===== config.mk =====
export PLATFORM = sky130hd
export DESIGN_NAME = vec_dispatcher
export DESIGN_NICKNAME = d
export VERILOG_FILES = /design/src/hdl/vec_pkg.sv /design/src/hdl/vec_dispatcher.sv
export SDC_FILE = /design/constraint.sdc
export NUM_CORES = 1
export LEC_CHECK = 0
export CORE_UTILIZATION = 44
export CTS_BUF_LIST = sky130_fd_sc_hd__clkbuf_4 sky130_fd_sc_hd__clkbuf_8
export DETAILED_ROUTE_END_ITERATION = 8
export DONT_BUFFER_PORTS = 1
export PLACE_DENSITY = 0.65
export SLEW_MARGIN = 20
export SYNTH_ARGS = -nofsm -noshare
export SYNTH_HDL_FRONTEND = slang
export SYNTH_SLANG_ARGS = --single-unit

===== constraint.sdc =====
create_clock -name clk_i -period 2.3 [get_ports clk_i]
set_input_delay 0.115 -clock clk_i [delete_from_list [all_inputs] [get_ports clk_i]]
set_output_delay 0.115 -clock clk_i [all_outputs]
set_load 0.02 [all_outputs]

===== src/hdl/vec_pkg.sv =====
`default_nettype none

package vec_pkg;

  ////////////////////////////////////////////////////////////
  // Sizes
  ////////////////////////////////////////////////////////////

  localparam int NR_LANES      = 4;
  localparam int ELEN          = 32;
  localparam int NR_VREGS      = 8;
  localparam int ROWS_PER_LANE = 4;
  localparam int VLMAX         = NR_LANES * ROWS_PER_LANE;
  localparam int VL_W          = $clog2(VLMAX + 1);
  // Element index split into lane and row fields
  localparam int LANE_W        = $clog2(NR_LANES);
  localparam int ROW_W         = $clog2(ROWS_PER_LANE);

  // Element i lives in lane (i mod NR_LANES) at row (i / NR_LANES)

  typedef logic [ELEN-1:0]                 elem_t;
  typedef logic [$clog2(NR_VREGS)-1:0]     vreg_idx_t;
  typedef logic [VL_W-1:0]                 vl_t;

  ////////////////////////////////////////////////////////////
  // Operations and instruction word
  ////////////////////////////////////////////////////////////

  typedef enum logic [5:0] {
    VOP_ADD     = 6'h00,
    VOP_SUB     = 6'h01,
    VOP_AND     = 6'h02,
    VOP_OR      = 6'h03,
    VOP_XOR     = 6'h04,
    VOP_MV      = 6'h05,
    VOP_REDSUM  = 6'h06,
    VOP_EXTRACT = 6'h07,
    VOP_SETVL   = 6'h08
  } vop_e;

  // Bit 31 selects the view: set for config, clear for arith
  typedef union packed {
    struct packed {
      logic        fmt;
      logic [30:0] rsvd;
    } cfg;
    struct packed {
      logic        fmt;
      vop_e        funct;
      vreg_idx_t   vd;
      vreg_idx_t   vs1;
      vreg_idx_t   vs2;
      logic        use_scalar;
      logic [14:0] rsvd;
    } arith;
  } vinsn_u;

endpackage

`default_nettype wire


===== src/hdl/vec_dispatcher.sv =====
`timescale 1ns/1ps
`default_nettype none

module vec_dispatcher (
  input  wire logic              clk_i,
  input  wire logic              rst_n_i,
  // Core request
  input  wire logic              req_valid_i,
  input  vec_pkg::vinsn_u        req_insn_i,
  input  vec_pkg::elem_t         req_scalar_i,
  output logic                   req_ready_o,
  // Decoded instruction to the sequencer
  input  wire logic              dec_ready_i,
  output logic                   dec_valid_o,
  output vec_pkg::vop_e          dec_op_o,
  output vec_pkg::vreg_idx_t     dec_vd_o,
  output vec_pkg::vreg_idx_t     dec_vs1_o,
  output vec_pkg::vreg_idx_t     dec_vs2_o,
  output logic                   dec_use_scalar_o,
  output vec_pkg::elem_t         dec_scalar_o
);

  logic slot_valid_q;
  logic accept;

  ////////////////////////////////////////////////////////////
  // Handshake
  ////////////////////////////////////////////////////////////

  // Slot can be refilled in the cycle it drains
  assign req_ready_o = !slot_valid_q || dec_ready_i;
  assign accept      = req_valid_i && req_ready_o;
  assign dec_valid_o = slot_valid_q;

  always_ff @(posedge clk_i or negedge rst_n_i) begin
    if (!rst_n_i) begin
      slot_valid_q <= 1'b0;
    end else if (accept) begin
      slot_valid_q <= 1'b1;
    end else if (dec_ready_i) begin
      slot_valid_q <= 1'b0;
    end
  end

  ////////////////////////////////////////////////////////////
  // Decode into the holding slot
  ////////////////////////////////////////////////////////////

  always_ff @(posedge clk_i) begin
    if (accept) begin
      dec_scalar_o <= req_scalar_i;
      if (req_insn_i.cfg.fmt) begin
        // Config word carries no register fields
        dec_op_o         <= vec_pkg::VOP_SETVL;
        dec_vd_o         <= '0;
        dec_vs1_o        <= '0;
        dec_vs2_o        <= '0;
        dec_use_scalar_o <= 1'b0;
      end else begin
        dec_op_o         <= req_insn_i.arith.funct;
        dec_vd_o         <= req_insn_i.arith.vd;
        dec_vs1_o        <= req_insn_i.arith.vs1;
        dec_vs2_o        <= req_insn_i.arith.vs2;
        dec_use_scalar_o <= req_insn_i.arith.use_scalar;
      end
    end
  end

endmodule

`default_nettype wire


== After elaboration in Yosys (flattened, before gate mapping) ==
Index checks and enable logic that the tools add are counted.
W data, S select, Z words.

* Output and inout port bits: 50
* Word-level logic and storage cells: 13
* Register bits after elaboration: 49
* Input bits: 68

* Muxes and demuxes: 2
* Reductions and logical operators: 4

{| class="wikitable"
|+ Operator list
! kind !! count
|-
| $mux W1 || 2
|-
| $reduce_bool A2 Y1 || 1
|-
| $logic_and A1 B1 Y1 || 1
|-
| $logic_not A1 Y1 || 1
|-
| $logic_or A1 B1 Y1 || 1
|}

== Depth between registers and ports, before layout ==
Gate-level depths: netlist of the first run.

* Depth after elaboration: 4
* Depth in mapped cells: 2
* Mapped depth without buffers: 2

== Least setup slack after synthesis of the first run ==
No wires, ideal clock.

* Path type: register -> register
* Start point: register slot_valid_q (netlist: dec_valid_o)
* End point: register dec_op_o[0] (enable)
* Setup time: 0.410 ns
* Buffers on the path: 0
* Required time: 1.890 ns
* Arrival time: 1.892 ns
* Path slack: -0.003 ns
* Clock period less this slack: 2.303 ns
* Stages on the path, launching flop included: 3
* Cell sequence: dfrtp_1 -> nand2b_1 -> and2_1

* Longest elaborated chain between the ends: 3

{| class="wikitable"
|+ Ends and longest elaborated chain
! item !! line !! RTL
|-
| from (decl) || vec_dispatcher.sv:23 || <nowiki>logic slot_valid_q;</nowiki>
|-
| from (signal assigned) || vec_dispatcher.sv:37 || <nowiki>slot_valid_q <= 1'b0;</nowiki>
|-
| from (signal assigned) || vec_dispatcher.sv:39 || <nowiki>slot_valid_q <= 1'b1;</nowiki>
|-
| from (signal assigned) || vec_dispatcher.sv:41 || <nowiki>slot_valid_q <= 1'b0;</nowiki>
|-
| $logic_not A1 Y1 || vec_dispatcher.sv:31 || <nowiki>assign req_ready_o = !slot_valid_q || dec_ready_i;</nowiki>
|-
| $logic_or A1 B1 Y1 || vec_dispatcher.sv:31 ||
|-
| net req_ready_o || vec_dispatcher.sv:11 || <nowiki>output logic req_ready_o,</nowiki>
|-
| $logic_and A1 B1 Y1 || vec_dispatcher.sv:32 || <nowiki>assign accept = req_valid_i && req_ready_o;</nowiki>
|-
| net accept || vec_dispatcher.sv:24 || <nowiki>logic accept;</nowiki>
|-
| to (signal assigned) || vec_dispatcher.sv:54 || <nowiki>dec_op_o <= vec_pkg::VOP_SETVL;</nowiki>
|-
| to (signal assigned) || vec_dispatcher.sv:60 || <nowiki>dec_op_o <= req_insn_i.arith.funct;</nowiki>
|-
| to (decl) || vec_dispatcher.sv:15 || <nowiki>output vec_pkg::vop_e dec_op_o,</nowiki>
|}

The timed path passes the listed nets, and every way through them passes these cells.
A chain may end at the register's enable or synchronous reset.

== Worst setup path after layout of the first run ==
Ends and elaborated chain as after synthesis.

==> results of run 1 <==
[through the flow]
step / hold WS, ns / utilization, % / cells / setup slack (ns) / total power (uW)
finish: 0.0231 / 66.6 / 175 / 0.779 / 1720
detailed placement: -0.181 / 48.9 / 115 / 0.790 / 1180
floorplan: -0.181 / - / 69 / 0.505 / 1170
CTS: 0.00931 / 66.3 / 174 / 0.774 / 1740
global placement: -0.181 / 48.9 / 115 / 0.811 / 1180
global route: 0.00397 / 66.6 / 175 / 0.728 / 1790
[how the worst max path moves through the flow]
stage	end	slack (ns)
floorplan	dec_op_o[0]	0.51
global placement	dec_vs2_o[0]	0.81
detailed placement	dec_scalar_o[11]	0.79
CTS	dec_vs1_o[0]	0.77
global route	dec_vs1_o[0]	0.73
finish	dec_op_o[0]	0.78
[cells in the mapped netlist]
library cell	count	area [um2]
sky130_fd_sc_hd__and2_1	1	6.26
sky130_fd_sc_hd__and2b_1	4	30.0
sky130_fd_sc_hd__buf_6	1	11.3
sky130_fd_sc_hd__dfrtp_1	1	25.0
sky130_fd_sc_hd__edfxtp_1	48	1440
sky130_fd_sc_hd__nand2b_1	2	12.5
sky130_fd_sc_hd__nor2b_1	11	68.8
sky130_fd_sc_hd__or2_1	1	6.26
[sequential cells by signal (all words and copies together), names as in the netlist]
name	flops
dec_vd_o	3
dec_op_o	6
dec_valid_o	1
dec_vs2_o	3
dec_use_scalar_o	1
dec_scalar_o	32
dec_vs1_o	3
[cells in the final DEF, fill, tap and decap left out]
cell,count
sky130_fd_sc_hd__dlygate4sd3_1,52
sky130_fd_sc_hd__edfxtp_1,48
sky130_fd_sc_hd__nor2b_1,11
sky130_fd_sc_hd__clkbuf_4,5
sky130_fd_sc_hd__and2b_1,4
sky130_fd_sc_hd__nand2b_1,2
sky130_fd_sc_hd__and2_2,1
sky130_fd_sc_hd__or2_1,1
sky130_fd_sc_hd__clkinv_4,1
sky130_fd_sc_hd__clkinvlp_4,1
sky130_fd_sc_hd__bufinv_16,1
sky130_fd_sc_hd__dfrtp_1,1
sky130_fd_sc_hd__buf_12,1
[power groups by stage]
stage,clock [uW],combinational [uW],sequential [uW]
after CTS,506,114,1120
after floorplan,0,33.0,1140
after global routing,541,126,1130
final,485,116,1120
after detailed placement,0,43.2,1140
after global placement,0,40.7,1140
[cell families after synthesis]
logic type | after synthesis | synth area share [%]
and+or+nand+nor | 19 | 7.74
DFF | 49 | 91.6
buffers and inverters | 1 | 0.703
[critical path: stages, from the launching register on]
cell and delay, ns:
sky130_fd_sc_hd__dfrtp_1 0.48, sky130_fd_sc_hd__nand2b_1 0.25, sky130_fd_sc_hd__and2_2 0.22, sky130_fd_sc_hd__buf_12 0.24
[per-layer routing]
| metal | vias to the layer above | track usage, % | wire, um |
|---|---|---|---|
| li1 | 371 | - | - |
| met1 | 391 | 15.5 | 1020 |
| met2 | 70 | 26.5 | 1480 |
| met3 | 2 | 9.74 | 342 |
| met4 | 0 | 6.10 | 18 |
| met5 | - | 0 | 0 |
[timing repair]
| item | 4_1_cts | 5_1_grt |
|---|---|---|
| gates resized for setup | 0 | 0 |
| setup buffers | 0 | 0 |
| hold buffers | 51 | 1 |
| endpoints found under the hold margin | 50 | 1 |
| endpoints found under the setup margin | 0 | 0 |
[area by class of cell]
| class | count | area (um2) |
|---|---|---|
| Clock buffer | 5 | 37.5 |
| Timing Repair Buffer | 53 | 541 |
| Fill cell | 237 | 1140 |
| Sequential cell | 49 | 1470 |
| Multi-Input combinational cell | 19 | 125 |
| Clock inverter | 3 | 46.3 |
| Tap cell | 46 | 57.6 |
==> summary by stage, run 1 <==
Outcome
The run finished with clean final reports.

Timing
The maximum operating frequency is 657 MHz. Setup repair after global routing left no endpoint under its margin. The number of endpoints with negative hold slack in the final report is 0. The final-report max-slew violation count was 0. The worst clock skew on the final layout is 0.00216 ns. The worst pin sits at a relative slew slack of 73.8%. The post-route minimum period is 1.52 ns. The accumulated negative setup slack is 0 ns.

Dividing the final minimum period by the clock period gives 66.1%. The number of endpoints failing setup at the final stage is 0. The slew at the pin closest to its max-slew limit is 0.392 ns.

Critical path
The type of the worst setup path is register to register. The data required time at the worst endpoint is 2.35 ns. The most critical setup path has its startpoint at dec_valid_o. Measured in cells, the most critical reg-to-reg path has a length of 3. The startpoint type of the worst setup path is a register.

Setup slack on the worst reg-to-reg path comes out at 0.78 ns. The startpoint of the worst-slack reg-to-reg timing path is dec_valid_o. The reg-to-reg critical path endpoint is dec_op_o[0]. Along the worst path, the maximum fanout reaches 48. STA classifies the critical path endpoint as a register. Data arrives at the worst endpoint at 1.57 ns.

Placement
Input and output buffers added on the ports amount to 0. The placed standard-cell area is 0.00167 mm2. The weighted congestion reported at the end of routability-driven placement is 0.631.

GRT
The via count of the first global-routing pass is 845. The total overflow reported by the global router is 0. Global routing used 15.7% of the available tracks across all layers.

The number of antenna violations at the first check in global routing was 0. The first global-routing pass estimated 4310 um of wire. The maximum number of pins on one net before global-route repair is 49.

Pwr
The fraction of power consumed by the clock network is 28.2%. The relative contribution of sequential cells to total power is 65.1%. The analysis attributes to net switching a power of 376 uW.

The static leakage power is 0.000796 uW. The maximum vdd ir drop is 0.417 mV. Power spread over the standard cell area amounts to 758 mW/mm2. The switching part of the total power is 21.8%.

The internal portion of the total power is 1350 uW. Combinational logic burns 6.7% of the power.

Detailed routing
Dividing the detail-routed wire length by the instance count gives 16.3 um. The number of nets with antenna violations after detailed routing is 0. Summed over all layers, the routed wires come to 2860 um. The first detailed-routing pass ran for 3 iterations.

The number of vias in the routed layout is 834. For this run, design rule violations remaining after detail routing come to 0. Dividing the detail-routed via count by the number of cells gives 4.77. The number of design-rule violations left by the first detailed-router iteration is 74.

Logic synthesis
The unique cell type count in the Yosys netlist is 8. In this run, synthesis produced a sequential element count of 49. After synthesis the cells add up to 0.00160 mm2. The cell count after synthesis is 69. The number of nets in the synthesized netlist is 137. Yosys printed 0 warnings. A synthesized cell averages 23.2 um2. The sequential element share of the synthesized area is 91.6%.

Clock tree
The maximum buffer depth of the clock tree is 2. CTS saw 49 sinks. TritonCTS built the clock tree. The H-tree was split into 2 levels. The cell at the root of the clock tree is sky130_fd_sc_hd__clkbuf_4. Clock tree synthesis inserted a total of 5 buffers. Clock-pin slew was measured on the worst setup and hold paths at 0.13 ns. At the later pin of the worst-skew pair, clock insertion delay measures 0.35 ns.

Cells and area
The number of antenna diodes in the final layout is 0. After routing the design area is 0.00227 mm2. At the end of the flow, the number of nets in the layout was 196. The post-route netlist has 7.75% of its cells at a drive strength greater than 1. The area growth from synthesis to final layout is 42.0%.

Min path
The endpoint of the worst hold-timing path is dec_vs2_o[0]. The startpoint identified for the worst hold timing path is req_insn_i[16]. The class of the tightest hold or removal check is input pin to register. The cell depth of the worst min-delay path is 1.

Floorplanning
The horizontal die dimension is 62.3 um. The number of top-level design ports is 118. The standard cell core area is 0.00342 mm2. The row count is 21.

The die covers 0.00389 mm2. For this configuration, the core starts out at a cell density of 46.9%. From bottom edge to top edge, the die measures 62.3 um.

Run
Across the run, the number of max-cap violations was 0.
Power figures use the tool's default switching activity.
==> inputs of run 2 (changes only) <==
ABC_AREA = 1   (was unset)
clock period = 1.58 ns   (was 2.3 ns; I/O delays follow)
==> summary by stage, run 2 <==
Placement
The weighted congestion reported at the end of routability-driven placement was 0.679 (+7.6%). The port buffer count is 0 (unchanged). The post-placement cell count was 133 (+16%). The HPWL after detailed placement is 1830 um.

Logic synthesis
The most common cell in the synthesized netlist is sky130_fd_sc_hd__edfxtp_1. The sequential element share of the synthesized area is 90.7% (-0.85 points). The top cell type's share of synthesized area was 89.2% (-0.84 points). By count the netlist is led by sky130_fd_sc_hd__edfxtp_1, sky130_fd_sc_hd__inv_1, sky130_fd_sc_hd__nor2_1. The cell count after synthesis is 86 (+25%). The most common flop cell mapped by yosys is sky130_fd_sc_hd__edfxtp_1.

The mean cell area of the mapped netlist was 18.8 um2 (-19%). The number of enable flip-flop cells after synthesis was 48 (unchanged). The summed instance area of the synthesized netlist is 0.00162 mm2 (+0.94%).

The number of nets in the synthesized netlist was 154 (+12%). The cell taking the most area after synthesis is sky130_fd_sc_hd__edfxtp_1. The count of synthesis-stage warnings from yosys is 0 (unchanged). The unique cell type count in the Yosys netlist is 8 (unchanged). The async set or reset register ratio after synthesis is 2.04% (unchanged).

The count of state elements after synthesis came to 49 (unchanged). By area the synthesized netlist is led by sky130_fd_sc_hd__edfxtp_1, sky130_fd_sc_hd__inv_1, sky130_fd_sc_hd__nor2_1.

Floorplanning
The horizontal die dimension is 62.6 um (+0.46%). The number of top-level design ports is 118 (unchanged). The total die area came to 0.00392 mm2 (+0.92%). The die height is 62.6 um (+0.46%). The row count came to 21 (unchanged).

The effective utilization at floorplan is 47.3% (+0.44 points). The standard cell core area is 0.00342 mm2 (unchanged).

Cells and area
The final net count is 214 (+9.2%). The flip-flop count of the largest register after layout is 32 (unchanged). In the layout the commonest cells are sky130_fd_sc_hd__dlygate4sd3_1, sky130_fd_sc_hd__edfxtp_1, sky130_fd_sc_hd__inv_1. The sequential cell area is 0.00147 mm2 (about the same). The share of layout cells above drive strength 1 is 8.16% (+0.41 points). Ranked by flip-flop count, first place goes to dec_scalar_o. The multi-input gate area in the final layout was 86.3 um2 (-31%). The filler cell count in the final layout is 243 (+2.5%).

The largest registers in the layout are dec_scalar_o x32, dec_op_o x6. The commonest non-fill, non-tap cell in the layout is sky130_fd_sc_hd__dlygate4sd3_1. From synthesis to final layout, the design area changed by 42.4%. The final non-filler cell total is 193 (+10%). The number of inserted diodes was 0 (unchanged).

The post-route core utilization is 67.4% (+0.84 points).

Clock tree
The number of clock sinks is 49 (unchanged). The number of levels in the clock H-tree is 2 (unchanged). The CTS tree is built. The number of cells upsized or downsized after cts came to 0 (unchanged). The cell at the root of the clock tree is sky130_fd_sc_hd__clkbuf_4. The maximum buffer depth of the clock tree is 2 (unchanged). The clock latency on the worst-skew pair is 0.35 ns (about the same).

The number of buffers created by CTS is 5 (unchanged). The post-CTS clock slew at the launch and capture registers of the worst setup and hold paths is 0.13 ns (about the same).

Detailed routing
The detailed-router iteration count before antenna repair is 3 (unchanged). The number of nets with antenna violations after detailed routing was 0 (unchanged). The DRC violation count after routing came to 0 (unchanged).

The wire length after detailed routing came to 3170 um (+11%). The via density per instance is 4.67 (-1.9%). The number of design-rule violations left by the first detailed-router iteration came to 52 (-30%). The detailed-route wire length per cell is 16.4 um (+0.66%). The number of vias in the routed layout is 902 (+8.2%).

Critical path
The number of cells traversed by the worst register-to-register path came to 2 (-1). The origin of the worst setup path is req_insn_i[31]. The worst register-to-register path ends at dec_scalar_o[7]. The data required time at the worst endpoint is 1.70 ns (-0.65 ns). The maximum net fanout on the critical path is 16 (-67%). The critical path is of the input pin to register type.

The endpoint arrival time on the critical path is 1.62 ns (+0.05 ns). The startpoint of the worst-slack reg-to-reg timing path is dec_valid_o. The reg-to-reg setup timing slack came to 0.34 ns (-0.44 ns).

STA classifies the critical path startpoint as an input pin. The endpoint of the worst setup timing path is dec_vd_o[0]. The kind of capture point of the worst setup path is a register.

Outcome
The run finished with clean final reports.

Pwr
The power density over the cells is 1050 mW/mm2 (+39%). The static leakage power came to 0.000877 uW (+10%). The maximum vdd ir drop came to 0.662 mV (+59%).

Timing
The number of endpoints failing setup at the final stage came to 0 (unchanged). The final-report max-slew violation count is 0 (unchanged). The accumulated negative setup slack came to 0 ns (unchanged). The slew at the pin closest to its max-slew limit is 0.526 ns (+0.134 ns).

The number of endpoints with negative hold slack in the final report is 0 (unchanged). The worst clock skew on the final layout is 0.0143 ns (+0.0121 ns). The maximum operating frequency is 665 MHz.

The portion of the clock cycle consumed by the worst path in the final layout is 95.2%. Setup repair after global routing left no endpoint under its margin. The final hold slack is 0.0979 ns (+0.0749 ns).

The relative slew slack is 64.8% (-9.0 points). The worst path in the final design needs a cycle of 1.50 ns, including I/O delays and setup.

GRT
The met1 track utilization from global routing is 17.4% (+1.9 points). The number of antenna violations at the first check in global routing came to 0 (unchanged). The met3 usage in global routing is 9.85% (+0.11 points).

The met2 track utilization from global routing is 27.7% (+1.2 points). The via count of the first global-routing pass was 922 (+9.1%). The first-pass GRT wire length came to 4680 um (+8.7%).

The total routing usage reported by global routing came to 16.8% (+1.1 points). The total overflow reported by the global router was 0 (unchanged). The maximum number of pins on one net before global-route repair is 27 (-45%). The layer with the highest usage after global routing is met2.

Min path
The tightest min-delay check is of the input pin to register type.

Run
The max capacitance violation total is 0 (unchanged).
==> run 2: cell count changes in the layout (fill, tap and decap cells not counted), moves of 2 or more <==
cell / delta
sky130_fd_sc_hd__nand2_1: +2
sky130_fd_sc_hd__clkbuf_4: +2
sky130_fd_sc_hd__nand2b_1: -2
sky130_fd_sc_hd__nor2_1: +15
sky130_fd_sc_hd__and2b_1: -4
sky130_fd_sc_hd__nor2b_1: -11
sky130_fd_sc_hd__inv_1: +17
==> run 2: stage by stage <==
step	setup WS [ns]	power (uW)	area, um2
after global routing	0.0364	2520	2300
final	0.0752	2420	2300
after floorplan	-0.147	1710	1630
after detailed placement	0.364	1740	1720
after global placement	0.397	1730	1720
after CTS	0.158	2440	2300
==> run 2: worst min path at each step <==
stage,startpoint,end,slack [ns],cells after the start
finish,dec_ready_i,dec_valid_o,0.1,3
global route,dec_ready_i,dec_valid_o,0.08,3
CTS,dec_ready_i,dec_valid_o,0.07,3
detailed placement,rst_n_i,dec_valid_o,-0.22,0
global placement,rst_n_i,dec_valid_o,-0.22,0
floorplan,rst_n_i,dec_valid_o,-0.22,0
==> run 2: kinds of logic (layout without fill, tap and decap cells) <==
group,after synthesis,count (layout),share of synthesized area (%)
compound gates,1,1,0.309
buf+inv,18,79,4.64
flops,49,49,90.7
simple gates,18,18,4.33
==> run 2: layout make-up <==
| type | instances | area share [%] |
|---|---|---|
| repair buffers | 54 | 24.3 |
| clock buffers | 8 | 2.88 |
| multi-input cells | 19 | 3.75 |
| well taps | 46 | 2.50 |
| flip-flops and latches | 49 | 63.8 |
| inverters | 17 | 2.77 |
==> run 2: power by group <==
group	internal [uW]	switching, uW
logic	109	76.3
registers	1520	117
clock network	255	346
==> run 2: critical path, cell delays in order <==
cell and delay, ns:
sky130_fd_sc_hd__dlygate4sd3_1 0.87, sky130_fd_sc_hd__nor2_1 0.10, sky130_fd_sc_hd__dlygate4sd3_1 0.58
==> run 2: metal layers <==
layer | vias to the layer above | wire (um)
met3 | 5 | 376
met1 | 409 | 1220
li1 | 410 | -
met2 | 78 | 1530
met5 | - | 0
met4 | 0 | 50
==> run 2: repair_timing <==
action,CTS,global route
hold buffers,52,0
buffers inserted,0,0
hold endpoints to repair,50,0
setup endpoints to repair,0,0
==> inputs of run 3 (changes only) <==
clock period = 1.7 ns   (was 1.58 ns; I/O delays follow)
==> summary by stage, run 3 (synthesized netlist as in run 2, its figures left out) <==
Outcome
The run finished with clean final reports.

Critical path
The worst setup path is of the input pin to register kind. The data required time at the worst endpoint is 1.82 ns (+0.12 ns). The kind of capture point of the worst setup path is a register. The endpoint arrival time on the critical path is 1.60 ns (-0.02 ns). The reg-to-reg critical path endpoint is dec_scalar_o[27]. The reg-to-reg setup timing slack came to 0.40 ns (+0.06 ns). The startpoint identified for the worst register-to-register timing path is dec_valid_o. The startpoint type of the worst setup path is an input pin. The number of cells traversed by the worst register-to-register path is 2 (unchanged). The maximum net fanout on the critical path is 16 (unchanged).

Clock tree
The cell at the root of the clock tree is sky130_fd_sc_hd__clkbuf_4. The number of clock sinks is 49 (unchanged). TritonCTS built the clock tree. The buffers inserted during post-CTS setup optimization is 0 (unchanged). The number of buffers created by CTS is 5 (unchanged).

The maximum buffer depth of the clock tree is 2 (unchanged). The clock latency on the worst-skew pair came to 0.35 ns (about the same). The number of levels in the clock H-tree was 2 (unchanged). The post-CTS clock slew at the launch and capture registers of the worst setup and hold paths was 0.12 ns (about the same).

Pwr
The maximum vdd ir drop was 0.593 mV (-10%). The static leakage power is 0.000863 uW (-1.6%). The power density over the cells is 954 mW/mm2 (-9.4%).

Floorplanning
The horizontal die dimension is 62.6 um (unchanged). The effective utilization at floorplan is 47.3% (unchanged). The total die area is 0.00392 mm2 (unchanged). The number of top-level design ports is 118 (unchanged).

The row count was 21 (unchanged). The die height is 62.6 um (unchanged). The standard cell core area is 0.00342 mm2 (unchanged).

Cells and area
The final net count is 214 (unchanged). The flip-flop count of the largest register after layout came to 32 (unchanged). The post-route core utilization came to 66.5% (-0.88 points). The final non-filler cell total came to 192 (-0.52%). The number of inserted diodes is 0 (unchanged). The share of layout cells above drive strength 1 came to 6.85% (-1.3 points). dec_scalar_o holds more flip-flops than any other register. In the final layout, the registers with the most flip-flops are dec_scalar_o x32, dec_op_o x6.

The commonest non-fill, non-tap cell in the layout is sky130_fd_sc_hd__dlygate4sd3_1. The area growth from synthesis to final layout is 40.6%. In the layout the commonest cells are sky130_fd_sc_hd__dlygate4sd3_1, sky130_fd_sc_hd__edfxtp_1, sky130_fd_sc_hd__inv_1.

Detailed routing
The detailed-route wire length per cell is 16.2 um (-1.5%). The number of nets with antenna violations after detailed routing was 0 (unchanged). The number of vias in the routed layout is 902 (unchanged). The detailed-router iteration count before antenna repair is 4 (+1).

The number of design-rule violations left by the first detailed-router iteration is 49 (-5.8%). The via density per instance came to 4.70 (+0.52%). The DRC violation count after routing is 0 (unchanged). The wire length after detailed routing was 3110 um (-2.0%).

Timing
The accumulated negative setup slack was 0 ns (unchanged). The slew at the pin closest to its max-slew limit is 0.490 ns (-0.0358 ns). Based on the critical path, the design can be clocked at up to 675 MHz. The final-report max-slew violation count is 0 (unchanged). The portion of the clock cycle consumed by the worst path in the final layout is 87.2%. The post-route minimum period is 1.48 ns. The number of endpoints with negative hold slack in the final report is 0 (unchanged). The relative slew slack came to 67.2% (+2.4 points). The worst setup slack after layout is 0.218 ns (+0.143 ns). The worst clock skew on the final layout came to 0.00784 ns (-0.00642 ns). The number of endpoints failing setup at the final stage is 0 (unchanged). Setup repair after global routing left no endpoint under its margin.

Placement
The weighted congestion reported at the end of routability-driven placement is 0.684 (+0.74%). The final HPWL from detailed placement is 1840 um (+0.45%). The post-placement cell count is 133 (unchanged).

The port buffer count came to 0 (unchanged). The pre-CTS setup slack was 0.408 ns (+0.0436 ns).

Min path
The worst hold path belongs to the class input pin to register. The endpoint of the worst hold-timing path is dec_valid_o. The cell depth of the worst min-delay path is 3 (unchanged). In this run the most critical hold path is launched from dec_ready_i.

GRT
The total routing usage reported by global routing is 16.9% (+0.047 points). The maximum number of pins on one net before global-route repair is 27 (unchanged). The met3 usage in global routing came to 8.76% (-1.1 points). The via count of the first global-routing pass was 958 (+3.9%).

The layer with the highest usage after global routing is met2. The met2 track utilization from global routing is 26.6% (-1.1 points). The number of antenna violations at the first check in global routing is 0 (unchanged). The first-pass GRT wire length is 4660 um (-0.45%).

The total overflow reported by the global router came to 0 (unchanged). The met1 track utilization from global routing is 17.8% (+0.40 points).

Run
The max capacitance violation total is 0 (unchanged).
run 3: cell types whose count changed in the layout (fill, tap and decap cells not counted), sizes merged:
cell	previous run	this run
clkbuf	8	6
clkinv	0	1
run 3: power by group:
group          internal (uW)  leakage [uW]  switching [uW]  total [uW]
Clock                    167     0.0000292             313         479
Combinational           97.4      0.000363            69.4         167
Sequential              1410      0.000471             109        1520
Total                   1680      0.000863             491        2170
run 3: through the flow:
stage	hold slack (ns)	power, uW	cell area (um2)
2_1_floorplan	-0.211	1590	1630
3_3_place_gp	-0.211	1610	1700
3_5_place_dp	-0.211	1610	1700
4_1_cts	0.0733	2200	2270
5_1_grt	0.0842	2250	2270
6_report	0.0895	2170	2270
run 3: worst max-delay path: stages:
cell                            delay, ns
sky130_fd_sc_hd__dlygate4sd3_1       0.84
sky130_fd_sc_hd__nor2_1              0.10
sky130_fd_sc_hd__dlygate4sd3_1       0.57
run 3: area by class of cell:
type | instances | area [um2]
multi-input combinational | 19 | 86.3
timing repair buffer | 54 | 548
clock buffer | 6 | 45.0
clock inverter | 1 | 3.75
fill | 238 | 1140
sequential | 49 | 1470
tap | 46 | 57.6
inverter | 17 | 63.8
run 3: worst max-delay path by stage:
stage	startpoint	to	slack [ns]	depth (start not counted)
6_report	req_insn_i[31]	dec_vd_o[0]	0.22	3
5_1_grt	req_insn_i[31]	dec_vd_o[0]	0.18	3
4_1_cts	req_insn_i[31]	dec_vd_o[0]	0.27	3
3_5_place_dp	dec_valid_o	dec_scalar_o[3]	0.41	2
3_3_place_gp	dec_valid_o	dec_scalar_o[3]	0.45	2
2_1_floorplan	dec_valid_o	dec_op_o[0]	-0.03	1
run 3: per-layer routing:
metal / share of wire, % / vias to the layer above / wire [um]
met5: 0 / - / 0
met4: 2.4 / 0 / 74
met3: 13 / 8 / 396
met2: 47 / 86 / 1450
met1: 38 / 396 / 1190
li1: - / 412 / -
run 3: repair_timing:
action                                 in CTS  in global routing
resized for setup                           0                  0
endpoints found under the hold margin      50                  0
hold buffers                               52                  0
